<file path="src/design/ioSwitch_settings.svh">
`ifndef IO_SWITCH_SETTINGS_SVH
`define IO_SWITCH_SETTINGS_SVH

//////////////////////////////////////////////////
// request field widths
//////////////////////////////////////////////////

`define IO_ADDR_WIDTH   38
`define IO_DATA_WIDTH   64
`define IO_SOURCE_WIDTH 5

// entries in the decoded request FIFO
`define REQ_FIFO_DEPTH  4

//////////////////////////////////////////////////
// IO address map, base and mask per window
//////////////////////////////////////////////////

`define CLINT_BASE 'h11400000
`define CLINT_MASK 'h0000FFFF

`define PLIC_BASE  'h11000000
`define PLIC_MASK  'h003FFFFF

`define UART_BASE  'h10000000
`define UART_MASK  'h00001FFF

`define SDHCI_BASE 'h10010000
`define SDHCI_MASK 'h00000FFF

`define DVI_BASE   'h10020000
`define DVI_MASK   'h00000FFF

`endif

</file>
<file path="src/design/ioSwitchPkg.sv">
`include "ioSwitch_settings.svh"

package ioSwitchPkg;

  //////////////////////////////////////////////////
  // device targets
  //////////////////////////////////////////////////

  // one code per IO window, plus the error sink
  typedef enum logic [2:0] {
    TgtClint,
    TgtPlic,
    TgtUart,
    TgtSdhci,
    TgtDvi,
    TgtError
  } ioTarget_e;

  //////////////////////////////////////////////////
  // decoded request
  //////////////////////////////////////////////////

  // what the decoder hands to the FIFO and the dispatcher
  typedef struct packed {
    // selected device, or the error sink on a miss
    ioTarget_e                    target;
    // address relative to the window base, zero on a miss
    logic [`IO_ADDR_WIDTH-1:0]    offset;
    // 1 for a write, 0 for a read
    logic                         write;
    logic [`IO_DATA_WIDTH-1:0]    data;
    // host source ID, returned unchanged
    logic [`IO_SOURCE_WIDTH-1:0]  source;
  } ioReq_t;

endpackage

</file>
<file path="src/design/addrDecoder.sv">
`include "ioSwitch_settings.svh"

module addrDecoder (
  input  logic                         clk_i,
  input  logic                         rst_i,
  // host request
  input  logic                         reqValid_i,
  output logic                         reqReady_o,
  input  logic [`IO_ADDR_WIDTH-1:0]    reqAddr_i,
  input  logic                         reqWrite_i,
  input  logic [`IO_DATA_WIDTH-1:0]    reqData_i,
  input  logic [`IO_SOURCE_WIDTH-1:0]  reqSource_i,
  // decoded item towards the FIFO
  output logic                         itemValid_o,
  output ioSwitchPkg::ioReq_t          item_o,
  input  logic                         fifoFull_i
);

  import ioSwitchPkg::*;

  localparam int NumWin = 5;

  localparam logic [`IO_ADDR_WIDTH-1:0] WinBase [NumWin] = '{
    `CLINT_BASE, `PLIC_BASE, `UART_BASE, `SDHCI_BASE, `DVI_BASE
  };
  localparam logic [`IO_ADDR_WIDTH-1:0] WinMask [NumWin] = '{
    `CLINT_MASK, `PLIC_MASK, `UART_MASK, `SDHCI_MASK, `DVI_MASK
  };
  localparam ioTarget_e WinTarget [NumWin] = '{
    TgtClint, TgtPlic, TgtUart, TgtSdhci, TgtDvi
  };

  ioTarget_e                  decTarget;
  logic [`IO_ADDR_WIDTH-1:0]  decOffset;
  logic                       accept;

  //////////////////////////////////////////////////
  // window match
  //////////////////////////////////////////////////

  // windows never overlap, so at most one hits
  always_comb begin
    decTarget = TgtError;
    decOffset = '0;
    for (int i = 0; i < NumWin; i++) begin
      if ((reqAddr_i & ~WinMask[i]) == WinBase[i]) begin
        decTarget = WinTarget[i];
        decOffset = reqAddr_i & WinMask[i];
      end
    end
  end

  //////////////////////////////////////////////////
  // output register
  //////////////////////////////////////////////////

  // register free, or draining into the FIFO this cycle
  assign reqReady_o = !itemValid_o || !fifoFull_i;
  assign accept     = reqValid_i && reqReady_o;

  always_ff @(posedge clk_i) begin
    if (rst_i) begin
      itemValid_o <= 1'b0;
    end else if (accept) begin
      itemValid_o <= 1'b1;
    end else if (!fifoFull_i) begin
      itemValid_o <= 1'b0;
    end
  end

  always_ff @(posedge clk_i) begin
    if (accept) begin
      item_o.target <= decTarget;
      item_o.offset <= decOffset;
      item_o.write  <= reqWrite_i;
      item_o.data   <= reqData_i;
      item_o.source <= reqSource_i;
    end
  end

  // a blocked item must not change before the FIFO takes it
  assert property (@(posedge clk_i) disable iff (rst_i)
    itemValid_o && fifoFull_i |=> itemValid_o && $stable(item_o));

endmodule

</file>
<file path="src/design/ioDispatcher.sv">
`include "ioSwitch_settings.svh"

module ioDispatcher (
  input  logic                         clk_i,
  input  logic                         rst_i,
  // FIFO head
  input  logic                         fifoEmpty_i,
  input  ioSwitchPkg::ioReq_t          head_i,
  output logic                         pop_o,
  // device port
  output logic                         devValid_o,
  output ioSwitchPkg::ioTarget_e       devTarget_o,
  output logic [`IO_ADDR_WIDTH-1:0]    devOffset_o,
  output logic                         devWrite_o,
  output logic [`IO_DATA_WIDTH-1:0]    devData_o,
  output logic [`IO_SOURCE_WIDTH-1:0]  devSource_o,
  input  logic                         devReady_i,
  // error sink
  output logic                         errValid_o,
  output logic [`IO_SOURCE_WIDTH-1:0]  errSource_o
);

  import ioSwitchPkg::*;

  logic slotFree;
  logic headIsErr;
  logic loadDev;
  logic loadErr;

  //////////////////////////////////////////////////
  // pop control
  //////////////////////////////////////////////////

  // output register empty, or handing its item over now
  assign slotFree  = !devValid_o || devReady_i;

  // error items wait here too, so order is kept
  assign pop_o     = !fifoEmpty_i && slotFree;
  assign headIsErr = head_i.target == TgtError;
  assign loadDev   = pop_o && !headIsErr;
  assign loadErr   = pop_o && headIsErr;

  //////////////////////////////////////////////////
  // device output register
  //////////////////////////////////////////////////

  always_ff @(posedge clk_i) begin
    if (rst_i) begin
      devValid_o <= 1'b0;
    end else if (loadDev) begin
      devValid_o <= 1'b1;
    end else if (devReady_i) begin
      devValid_o <= 1'b0;
    end
  end

  always_ff @(posedge clk_i) begin
    if (loadDev) begin
      devTarget_o <= head_i.target;
      devOffset_o <= head_i.offset;
      devWrite_o  <= head_i.write;
      devData_o   <= head_i.data;
      devSource_o <= head_i.source;
    end
  end

  //////////////////////////////////////////////////
  // error sink
  //////////////////////////////////////////////////

  // one pulse per miss, no handshake back
  always_ff @(posedge clk_i) begin
    if (rst_i) begin
      errValid_o <= 1'b0;
    end else begin
      errValid_o <= loadErr;
    end
  end

  always_ff @(posedge clk_i) begin
    if (loadErr) begin
      errSource_o <= head_i.source;
    end
  end

  // stalled transfer holds until the device takes it
  assert property (@(posedge clk_i) disable iff (rst_i)
    devValid_o && !devReady_i |=> devValid_o
      && $stable(devTarget_o) && $stable(devOffset_o) && $stable(devWrite_o)
      && $stable(devData_o) && $stable(devSource_o));

endmodule

</file>
<file path="src/design/ioSwitch.sv">
`include "ioSwitch_settings.svh"

module ioSwitch (
  input  logic                         clk_i,
  input  logic                         rst_i,
  // host side
  input  logic                         reqValid_i,
  output logic                         reqReady_o,
  input  logic [`IO_ADDR_WIDTH-1:0]    reqAddr_i,
  input  logic                         reqWrite_i,
  input  logic [`IO_DATA_WIDTH-1:0]    reqData_i,
  input  logic [`IO_SOURCE_WIDTH-1:0]  reqSource_i,
  // device side
  output logic                         devValid_o,
  output ioSwitchPkg::ioTarget_e       devTarget_o,
  output logic [`IO_ADDR_WIDTH-1:0]    devOffset_o,
  output logic                         devWrite_o,
  output logic [`IO_DATA_WIDTH-1:0]    devData_o,
  output logic [`IO_SOURCE_WIDTH-1:0]  devSource_o,
  input  logic                         devReady_i,
  // error responses
  output logic                         errValid_o,
  output logic [`IO_SOURCE_WIDTH-1:0]  errSource_o
);

  // decoder to FIFO
  logic                 itemValid;
  ioSwitchPkg::ioReq_t  item;
  logic                 fifoFull;

  // FIFO to dispatcher
  logic                 fifoEmpty;
  ioSwitchPkg::ioReq_t  head;
  logic                 pop;

  addrDecoder decoder0 (
    .clk_i       (clk_i),
    .rst_i       (rst_i),
    .reqValid_i  (reqValid_i),
    .reqReady_o  (reqReady_o),
    .reqAddr_i   (reqAddr_i),
    .reqWrite_i  (reqWrite_i),
    .reqData_i   (reqData_i),
    .reqSource_i (reqSource_i),
    .itemValid_o (itemValid),
    .item_o      (item),
    .fifoFull_i  (fifoFull)
  );

  reqFifo #(
    .Depth (`REQ_FIFO_DEPTH)
  ) fifo0 (
    .clk_i      (clk_i),
    .rst_i      (rst_i),
    .push_i     (itemValid),
    .pushItem_i (item),
    .full_o     (fifoFull),
    .pop_i      (pop),
    .popItem_o  (head),
    .empty_o    (fifoEmpty)
  );

  ioDispatcher dispatcher0 (
    .clk_i       (clk_i),
    .rst_i       (rst_i),
    .fifoEmpty_i (fifoEmpty),
    .head_i      (head),
    .pop_o       (pop),
    .devValid_o  (devValid_o),
    .devTarget_o (devTarget_o),
    .devOffset_o (devOffset_o),
    .devWrite_o  (devWrite_o),
    .devData_o   (devData_o),
    .devSource_o (devSource_o),
    .devReady_i  (devReady_i),
    .errValid_o  (errValid_o),
    .errSource_o (errSource_o)
  );

endmodule

</file>
<file path="src/design/reqFifo.sv">
`include "ioSwitch_settings.svh"

module reqFifo #(
  parameter int Depth = `REQ_FIFO_DEPTH
) (
  input  logic                 clk_i,
  input  logic                 rst_i,
  // write side
  input  logic                 push_i,
  input  ioSwitchPkg::ioReq_t  pushItem_i,
  output logic                 full_o,
  // read side
  input  logic                 pop_i,
  output ioSwitchPkg::ioReq_t  popItem_o,
  output logic                 empty_o
);

  import ioSwitchPkg::*;

  localparam int PtrW = $clog2(Depth);
  localparam int CntW = $clog2(Depth + 1);
  localparam logic [CntW-1:0] FullCount = CntW'(Depth);

  if (Depth < 2 || (Depth & (Depth - 1)) != 0) begin : depthCheck
    $error("reqFifo depth must be a power of two of at least 2");
  end

  ioReq_t           mem [Depth];
  logic [PtrW-1:0]  wrPtr;
  logic [PtrW-1:0]  rdPtr;
  logic [CntW-1:0]  count;
  logic             doPush;
  logic             doPop;

  assign full_o  = count == FullCount;
  assign empty_o = count == '0;

  // push is a valid level, it only lands once there is room
  assign doPush = push_i && !full_o;
  assign doPop  = pop_i && !empty_o;

  // head is read straight out of the array
  assign popItem_o = mem[rdPtr];

  always_ff @(posedge clk_i) begin
    if (doPush) begin
      mem[wrPtr] <= pushItem_i;
    end
  end

  //////////////////////////////////////////////////
  // pointers and occupancy
  //////////////////////////////////////////////////

  always_ff @(posedge clk_i) begin
    if (rst_i) begin
      wrPtr <= '0;
      rdPtr <= '0;
      count <= '0;
    end else begin
      // power-of-two depth, pointers wrap on overflow
      if (doPush) begin
        wrPtr <= wrPtr + 1'b1;
      end
      if (doPop) begin
        rdPtr <= rdPtr + 1'b1;
      end
      if (doPush && !doPop) begin
        count <= count + 1'b1;
      end else if (doPop && !doPush) begin
        count <= count - 1'b1;
      end
    end
  end

  // a push refused for lack of room is offered again
  assert property (@(posedge clk_i) disable iff (rst_i)
    push_i && full_o |=> push_i);

  // consumer never pops an empty FIFO
  assert property (@(posedge clk_i) disable iff (rst_i)
    pop_i |-> !empty_o);

endmodule

</file>
<file path="config.mk">
export PLATFORM = sky130hd
export DESIGN_NAME = ioSwitch
export DESIGN_NICKNAME = d
export VERILOG_FILES = /design/src/design/ioSwitchPkg.sv /design/src/design/addrDecoder.sv /design/src/design/ioDispatcher.sv /design/src/design/ioSwitch.sv /design/src/design/reqFifo.sv
export VERILOG_INCLUDE_DIRS = /design/src /design/src/design
export SDC_FILE = /design/constraint.sdc
export NUM_CORES = 1
export LEC_CHECK = 0
export BUFFER_PORTS_ARGS = -buffer_cell sky130_fd_sc_hd__buf_2
export CORE_MARGIN = 2
export CORE_UTILIZATION = 60
export CTS_CLUSTER_DIAMETER = 100
export DETAILED_ROUTE_END_ITERATION = 6
export PLACE_DENSITY = 0.8
export SLEW_MARGIN = 0
export SYNTH_ARGS = -nofsm -noshare
export SYNTH_HDL_FRONTEND = slang
export SYNTH_HIERARCHICAL = 1
export SYNTH_SLANG_ARGS = --single-unit
export TNS_END_PERCENT = 1
</file>
<file path="constraint.sdc">
create_clock -name clk_i -period 17.1 [get_ports clk_i]
set_clock_uncertainty 0.1 [all_clocks]
set_input_delay 1.71 -clock clk_i [delete_from_list [all_inputs] [get_ports clk_i]]
set_output_delay 1.71 -clock clk_i [all_outputs]
set_load 0.01 [all_outputs]
</file>
Yosys cells after proc, flatten, opt, wreduce, memory -nomap -nowiden
Memory sizes are Yosys's and may differ from the RTL's. A register that Yosys moved wholly into a read port is not among the register bits.
Index checks and enable logic that the tools add are counted.
W data, S select, Z words.
{"block": "totals", "regBits": 237, "latch_bits": 0, "mem_bits_rw": 444, "romBits": 0, "input_bits": 112, "out_inout_bits": 119, "elab_cells": 75, "mem_count": 1}
{"memory": "fifo0.mem", "depth": 4, "word_bits": 111, "read_ports": 1, "rd_ports_with_merged_regs": 1, "wr": 1, "line": "reqFifo.sv:28", "rtl": "ioReq_t mem [Depth];"}
{"block": "classes", "add_sub_neg": 4, "n_mul": 0, "div_mod_pow": 0, "magnitude_cmp": 0, "n_eq_ne": 8, "n_shift": 0, "mux": 19, "bitwise": 0, "reduce_logical": 23}
{"cell": "$eq A26 B17 Y1 const B", "count": 2}
{"cell": "$eq A25 B16 Y1 const B", "count": 1}
{"cell": "$mux W12", "count": 2}
{"cell": "$eq A22 B13 Y1 const B", "count": 1}
{"cell": "$mux W22", "count": 1}
{"cell": "$mux W3", "count": 6}
{"cell": "$eq A16 B7 Y1 const B", "count": 1}
{"cell": "$mux W16", "count": 1}
{"cell": "$mux W13", "count": 1}
{"cell": "$logic_and A1 B1 Y1", "count": 8}
{"cell": "$logic_not A1 Y1", "count": 7}
{"cell": "$eq A3 B3 Y1 const B", "count": 2}
{"cell": "$mux W1", "count": 6}
{"cell": "$add A2 B1 Y2 const B", "count": 2}
{"cell": "$mux W2", "count": 2}
{"cell": "$reduce_bool A2 Y1", "count": 2}
{"cell": "$reduce_or A4 Y1", "count": 1}
{"cell": "$add A3 B1 Y3 const B", "count": 1}
{"cell": "$logic_not A3 Y1", "count": 1}
{"cell": "$reduce_or A3 Y1", "count": 1}
{"cell": "$sub A3 B1 Y3 const B", "count": 1}
{"cell": "$logic_or A1 B1 Y1", "count": 2}
{"cell": "$ne A2 B2 Y1 const B", "count": 1}
{"cell": "$reduce_or A2 Y1", "count": 1}

Depth between registers and ports, before layout
Gate-level depths: netlist (run 1).
{"block": "logic_depth", "ltp_word": 7, "depth_mapped": 9, "depth_no_buf": 9}

Cells and area by module
The synthesis (run 1) kept the hierarchy.
{"mod": "reqFifo", "instances": 1, "cells_each": 627, "area_per_inst_um2": 16470.8, "seq_area_each_um2": 13513.0}
{"mod": "ioDispatcher", "instances": 1, "cells_each": 128, "area_per_inst_um2": 3608.5, "seq_area_each_um2": 3523.4}
{"mod": "addrDecoder", "instances": 1, "cells_each": 170, "area_per_inst_um2": 3450.8, "seq_area_each_um2": 2872.8}

Worst setup path after synthesis (run 1)
Ideal clock, no wire load.
{"block": "synth_path", "path_kind": "reg-to-reg", "start": "register (tool-made name)", "end": "register dispatcher0.devData_o[0] (enable)", "setup_ns": 0.780, "t_arrival_ns": 10.201, "t_required_ns": 16.220, "path_slack_ns": 6.019, "stages_incl_launch_ff": 5, "path_buffers": 2, "synth_period_minus_slack_ns": 11.081, "cell_sequence": "dfxtp_1 buf_4 buf_6 mux4_2 a311oi_1"}
{"element": "end signal, assigned", "line": "ioDispatcher.sv:62", "rtl": "devData_o <= head_i.data;"}
{"element": "end, declared", "line": "ioDispatcher.sv:15", "rtl": "output logic [`IO_DATA_WIDTH-1:0] devData_o,"}

==> flow_metrics.py, run 1 <==
metrics = {
    "route": {
        "drc": 0,
        "dr.pass1.iters": 5,
        "drt_wl_total_mm": 41.6,
        "routedWlPerCell_um": 23.5,
        "vias_per_cell": 5.73,
        "met3_length_mm": 3.07,
        "final_antenna_net_count": 0,
        "drt_iter0_drc": 755,
        "vias": 10100,
        "maxUsedRoutingLayer": "met4",
        "dr_wl_met2_mm": 20.7,
        "met1_length_mm": 17.0,
    },
    "grt": {
        "grt_max_degree": 74,
        "track_usage": 0.207,
        "grt_pass1_wl_mm": 62.2,
        "grt-ovfl-total": 0,
        "grt_pass1_vias": 10300,
        "antenna_found_initial": 1,
    },
    "worst_setup_path": {
        "rr_worst_depth": 4,
        "criticalPathCategory": "reg -> reg",
        "cp-start-kind": "register",
        "required_ps": 17220,
        "r2r_setup_slack_ps": 13220,
        "cp-end-kind": "register",
        "r2r_end": "dispatcher0/devSource_o[1]$_DFFE_PP_",
        "critical_path_arrival_ps": 4000,
        "crit_fanout": 68,
    },
    "yosys": {
        "synth_warnings": 6,
        "synth_edf_count": 655,
        "synth_compound_area_frac": 0.0111,
        "synth_top_family_by_area": "multiplexers",
        "postSynthAreaPerCell_um2": 25.4,
        "synth-xor-area-share": 0.00149,
        "synth-async-reset-ratio": 0,
        "synth-simple-area-share": 0.0162,
        "ys_types": 49,
        "synth_ff_type": "edfxtp_1",
        "synth_mux_area_frac": 0.107,
        "syn_inst": 925,
        "syn-cell-area_um2": 23500,
        "ys_seq_elements": 667,
        "ys_seq_area_frac": 0.846,
        "synth-adder-area-share": 0.00351,
    },
    "place": {
        "numPlacedInstances": 1656,
        "port_buffers": 230,
        "place.gp.congestion": 0.729,
        "dpl.hpwl_mm": 23.0,
    },
    "flow_run": {
        "drv_cap": 0,
    },
    "cells_and_area": {
        "layout_common_cells": "655 x edfxtp_1, 230 x buf_2, 111 x mux4_2",
        "finalNetCount": 1318,
        "fill_cells": 2258,
        "post_layout_nonfiller_instances": 1768,
        "area.growth.synth_to_final_pct": 15.3,
        "seq_area_um2": 19900,
        "final_common_cell": "edfxtp_1",
        "multi_input_area_um2": 3370,
        "layout-drive-gt1-share": 0.376,
    },
    "floorplanning": {
        "die_h_um": 202,
        "pin_count": 231,
        "dieArea_um2": 40800,
        "die_x_um": 202,
        "coreArea_um2": 38600,
        "initial_core_util": 0.609,
        "row_count": 72,
    },
    "clocking": {
        "cts_max_level": 2,
        "clk_pin_slew_worst_paths_ps": 60,
        "clockRootBuffer": "clkbuf_16",
        "cts_setup_buffers": 0,
        "post_cts_resized": 0,
        "numCtsBuffers": 60,
        "clock_path_buffers": 3,
        "cts_sinks": 667,
        "postCtsHoldBufs": 0,
        "clk-insertion-delay-late_ps": 610,
        "cts_tree": "done",
    },
    "sta": {
        "setup_tns_ps": 0,
        "hold_viol_final": 0,
        "fin_hold_ws_ps": 395,
        "rsz0062_at_grt": "no",
        "min_period_over_period": 0.227,
        "finalSetupViolCount": 0,
        "slew_violations": 0,
        "finalCriticalPeriod_ps": 3880,
        "max_slew.worst_pin.slew_ps": 1210,
        "slew_headroom": 0.192,
        "fmax_ghz": 0.258,
    },
    "power_and_ir_drop": {
        "power.switching_uw": 907,
        "p_seq_frac": 0.543,
        "powerDensity_nw_per_um2": 144,
        "switching_share": 0.232,
        "ir_drop_uv": 88.9,
        "p_comb_frac": 0.118,
        "internal_power_uw": 3000,
        "p_leak_uw": 0.00896,
        "p_clk_frac": 0.339,
    },
    "worst_hold_path": {
        "hp-class": "reg -> reg",
        "hold_path_end": "fifo0/mem[0][81]$_DFFE_PP_",
        "min_from": "decoder0/item_o[81]$_DFFE_PP_",
        "hold_depth": 0,
    },
    "outcome": {
        "status": "finished, final reports clean",
    },
}
per-stage QoR:
| stage | power [uW] | setup WS (ps) | area, um^2 | utilization |
|---|---|---|---|---|
| 6_report | 3900 | 13220 | 27100 | 0.702 |
| 3_5_place_dp | 2620 | 12940 | 25200 | 0.652 |
| 4_1_cts | 3950 | 13020 | 27100 | 0.702 |
| 3_3_place_gp | 2610 | 12930 | 25200 | 0.652 |
| 2_1_floorplan | 2440 | 6020 | 23600 | - |
| 5_1_grt | 4040 | 12930 | 27100 | 0.702 |
metal layers:
metal  track usage  vias up
met2         0.331      387
met3        0.0410       56
met5             0        -
li1              -     4405
met4        0.0633        0
met1         0.296     5278
cells by family (layout without fill, tap and decap cells):
kind of cell,Yosys count,after routing
DFF,667,667
muxes,113,113
and+or+nand+nor,55,55
buffers and inverters,49,358
AOI/OAI and AO/OA,30,30
adders and majority gates,6,6
xor gates and xnor gates,4,4
other,1,17
state kept, by name, summed over array words and instances, names as in the netlist, 3 cells and up, named ones only:
name	count
decoder0/item_o	95
dispatcher0/devData_o	64
dispatcher0/devTarget_o	3
fifo0/count	3
dispatcher0/devOffset_o	38
dispatcher0/errSource_o	5
fifo0/mem	444
dispatcher0/devSource_o	5
how the worst max path moves through the flow:
stage / slack [ps] / endpoint / from
3_3_place_gp: 12930 / dispatcher0/devData_o[47]$_DFFE_PP_ / devReady_i
2_1_floorplan: 6020 / dispatcher0/devData_o[0]$_DFFE_PP_ / register
5_1_grt: 12930 / dispatcher0/devData_o[3]$_DFFE_PP_ / register
4_1_cts: 13020 / dispatcher0/devSource_o[0]$_DFFE_PP_ / register
6_report: 13220 / dispatcher0/devSource_o[1]$_DFFE_PP_ / register
3_5_place_dp: 12940 / dispatcher0/devData_o[3]$_DFFE_PP_ / devReady_i
synthesized netlist by cell type, types with 2 or more instances:
cell type | n | area share
buf_2 | 12 | 0.0026
nand4b_1 | 2 | 0.00074
ha_1 | 5 | 0.0027
dfxtp_1 | 12 | 0.010
buf_6 | 10 | 0.0048
mux4_2 | 111 | 0.11
nor2_1 | 11 | 0.0018
inv_1 | 6 | 0.00096
and2_2 | 4 | 0.0013
nand2_1 | 2 | 0.00032
buf_4 | 17 | 0.0054
edfxtp_1 | 655 | 0.84
and2_1 | 10 | 0.0027
nand2b_1 | 2 | 0.00053
nor3_1 | 6 | 0.0013
nor4_2 | 3 | 0.0016
clkbuf_1 | 4 | 0.00064
o31ai_1 | 2 | 0.00064
a21boi_0 | 2 | 0.00064
xor2_1 | 4 | 0.0015
o21ai_0 | 2 | 0.00043
a21boi_2 | 10 | 0.0048
nand3_1 | 3 | 0.00064
mux2i_1 | 2 | 0.00085
a21oi_1 | 4 | 0.00085
power groups by stage:
stage | Combinational (uW) | Clock, uW | Sequential [uW]
2_1_floorplan | 241 | 0 | 2200
3_3_place_gp | 463 | 0 | 2150
3_5_place_dp | 469 | 0 | 2150
4_1_cts | 473 | 1350 | 2130
5_1_grt | 496 | 1410 | 2140
6_report | 460 | 1320 | 2120
cell type report:
cell class | count | share of cell area
sequential | 667 | 0.734
clock buffer | 69 | 0.0573
inverter | 6 | 0.000830
timing repair buffer | 241 | 0.0455
multi-input combinational | 224 | 0.124
tap | 518 | 0.0239
antenna | 1 | 0.0000922
clock inverter | 42 | 0.0146
worst max-delay path: stages, from the launching register on:
cell and delay (ps):
dfxtp_4 910, mux4_2 680, a311oi_4 300, buf_4 580, buf_4 850
Power figures use the tool's default switching activity.
==> inputs of run 2 (changes only) <==
--- a/config.mk
+++ b/config.mk
@@ -8,10 +8,10 @@
 export LEC_CHECK = 0
 export BUFFER_PORTS_ARGS = -buffer_cell sky130_fd_sc_hd__buf_2
 export CORE_MARGIN = 2
-export CORE_UTILIZATION = 60
+export CORE_UTILIZATION = 53
 export CTS_CLUSTER_DIAMETER = 100
 export DETAILED_ROUTE_END_ITERATION = 6
-export PLACE_DENSITY = 0.8
+export PLACE_DENSITY = 0.75
 export SLEW_MARGIN = 0
 export SYNTH_ARGS = -nofsm -noshare
 export SYNTH_HDL_FRONTEND = slang
==> constraint.sdc (replaced) <==
create_clock -name clk_i -period 3.45 [get_ports clk_i]
set_clock_uncertainty 0.1 [all_clocks]
set_input_delay 0.345 -clock clk_i [delete_from_list [all_inputs] [get_ports clk_i]]
set_output_delay 0.345 -clock clk_i [all_outputs]
set_load 0.01 [all_outputs]
==> run 2 against run 1 <==
Net effect: register-to-register slack lost 12000 ps; final cell count grew 10%; design area grew 5.1%; worst hold slack lost 350 ps; sequential cell count is the same; critical path depth shrank 1; die area grew 13%; sequential share of layout area shrank 3.6 points; wire length grew 3.4%; largest power group unchanged.
==> flow_metrics.py, run 2 (synthesis gave the netlist of run 1 again) <==
metrics = {
    "sta": {
        "hold_viol_final": 0,
        "max_slew.worst_pin.slew_ps": 956,
        "finalSetupViolCount": 0,
        "rsz0062_at_grt": "no",
        "worst_slack_ps": 855,
        "slew_headroom": 0.362,
        "setup_tns_ps": 0,
        "fmax_ghz": 0.385,
        "slew_violations": 0,
        "min_period_over_period": 0.752,
        "finalCriticalPeriod_ps": 2590,
    },
    "floorplanning": {
        "die_h_um": 215,
        "initial_core_util": 0.534,
        "die_x_um": 215,
        "row_count": 77,
        "coreArea_um2": 44000,
        "dieArea_um2": 46100,
        "pin_count": 231,
    },
    "worst_setup_path": {
        "path_cells": "buf_4, buf_4, mux4_2",
        "slowest_delay_ps": 630,
        "critical_path_arrival_ps": 2780,
        "r2r_end": "dispatcher0/errSource_o[1]$_DFFE_PP_",
        "path_common_cell": "buf_4",
        "cp-end-kind": "register",
        "r2r_setup_slack_ps": 860,
        "crit_family": "buffers and inverters",
        "endpoint": "dispatcher0/errSource_o[1]$_DFFE_PP_",
        "rr_worst_depth": 3,
        "required_ps": 3640,
        "path_depth": 3,
        "crit_fanout": 37,
        "cpMaxStageDelayCell": "buf_4",
        "critPathBufInv": 2,
        "criticalPathCategory": "reg -> reg",
        "cp-start-kind": "register",
    },
    "grt": {
        "grt_max_degree": 112,
        "grt_pass1_vias": 11100,
        "grt_pass1_wl_mm": 65.4,
        "track_usage": 0.190,
        "antenna_found_initial": 1,
        "grt-ovfl-total": 0,
    },
    "cells_and_area": {
        "post_layout_nonfiller_instances": 1946,
        "layout_common_cells": "655 x edfxtp_1, 230 x buf_2, 111 x mux4_2",
        "reg.largest.list": "fifo0/mem x444, decoder0/item_o x95, dispatcher0/devData_o x64",
        "final_common_cell": "edfxtp_1",
        "fill_cells": 2833,
        "regMostFlops": "fifo0/mem",
        "largest_register_ff_count": 444,
        "area.growth.synth_to_final_pct": 21.3,
        "seq_area_um2": 19900,
        "layout-drive-gt1-share": 0.363,
        "finalNetCount": 1422,
        "fin_area_um2": 28500,
        "multi_input_area_um2": 3370,
    },
    "clocking": {
        "clock_path_buffers": 3,
        "cts_setup_buffers": 0,
        "cts_tree": "done",
        "clk-insertion-delay-late_ps": 570,
        "cts_max_level": 3,
        "cts_sinks": 667,
        "clk_pin_slew_worst_paths_ps": 60,
        "clockRootBuffer": "clkbuf_16",
        "numCtsBuffers": 66,
    },
    "flow_run": {
        "drv_cap": 0,
    },
    "route": {
        "drc": 0,
        "vias_per_cell": 5.39,
        "final_antenna_net_count": 0,
        "routedWlPerCell_um": 22.1,
        "drt_wl_total_mm": 43.0,
        "dr.pass1.iters": 5,
        "drt_iter0_drc": 967,
        "vias": 10500,
    },
    "power_and_ir_drop": {
        "p_leak_uw": 0.00951,
        "powerDensity_nw_per_um2": 703,
        "power.total_uw": 20100,
        "ir_drop_uv": 464,
    },
    "place": {
        "port_buffers": 230,
        "pre_cts_ws_ps": 746,
        "placed_area_um2": 25500,
        "dpl.hpwl_mm": 23.8,
        "numPlacedInstances": 1740,
        "place.gp.congestion": 0.819,
    },
    "outcome": {
        "status": "finished, final reports clean",
    },
    "worst_hold_path": {
        "hp-class": "in -> reg",
    },
}
## run 2: cell type report
class | instances | area share
Clock buffer | 79 | 0.0633
Tap cell | 592 | 0.0260
Sequential cell | 667 | 0.698
Antenna cell | 2 | 0.000175
Clock inverter | 37 | 0.0132
Timing Repair Buffer | 339 | 0.0807
Inverter | 6 | 0.000789
Multi-Input combinational cell | 224 | 0.118
## run 2: worst min path at each step
stage	start	end	slack [ps]	depth (start not counted)
3_3_place_gp	decoder0/item_o[41]$_DFFE_PP_	fifo0/mem[3][41]$_DFFE_PP_	370	0
4_1_cts	reqAddr_i[18]	decoder0/item_o[88]$_SDFFCE_PP0P_	10	2
6_report	reqAddr_i[18]	decoder0/item_o[88]$_SDFFCE_PP0P_	40	2
5_1_grt	reqAddr_i[0]	decoder0/item_o[70]$_DFFE_PP_	20	2
3_5_place_dp	decoder0/item_o[22]$_DFFE_PP_	fifo0/mem[1][22]$_DFFE_PP_	380	0
2_1_floorplan	rst_i	dispatcher0/errValid_o$_SDFF_PP0_	320	1
## run 2: what timing repair did
| action | 4_1_cts | 5_1_grt |
|---|---|---|
| setup endpoints to repair | 0 | 0 |
| hold buffers | 88 | 0 |
| resized for setup | 0 | 0 |
| endpoints found under the hold margin | 93 | 0 |
## run 2: power by group
part / total [uW] / internal [uW] / switching, uW / leakage [uW]
clock: 7130 / 4270 / 2860 / 0.00106
sequential: 10400 / 10100 / 385 / 0.00613
combinational: 2490 / 1090 / 1410 / 0.00232
## run 2: layer usage
metal  global-route usage  wire length [um]  vias to the layer above
met2                0.311             21600                      345
met4               0.0581               850                        0
met5                    0                 0                        -
met1                0.264             18100                     5449
met3               0.0354              2500                       67
li1                     -                 -                     4627
## run 2: worst reg2reg max path: cells and delay by family, from the launching register on
| kind | cells | cell delay, ps |
|---|---|---|
| muxes | 1 | 600 |
| buffers and inverters | 2 | 1220 |
| DFF | 1 | 390 |
## run 2: stage by stage
step / hold slack [ps] / util
finish: 42.9 / 0.648
global route: 22.4 / 0.648
CTS: 10.3 / 0.648
detailed placement: 380 / 0.578
global placement: 366 / 0.578
floorplan: 316 / -
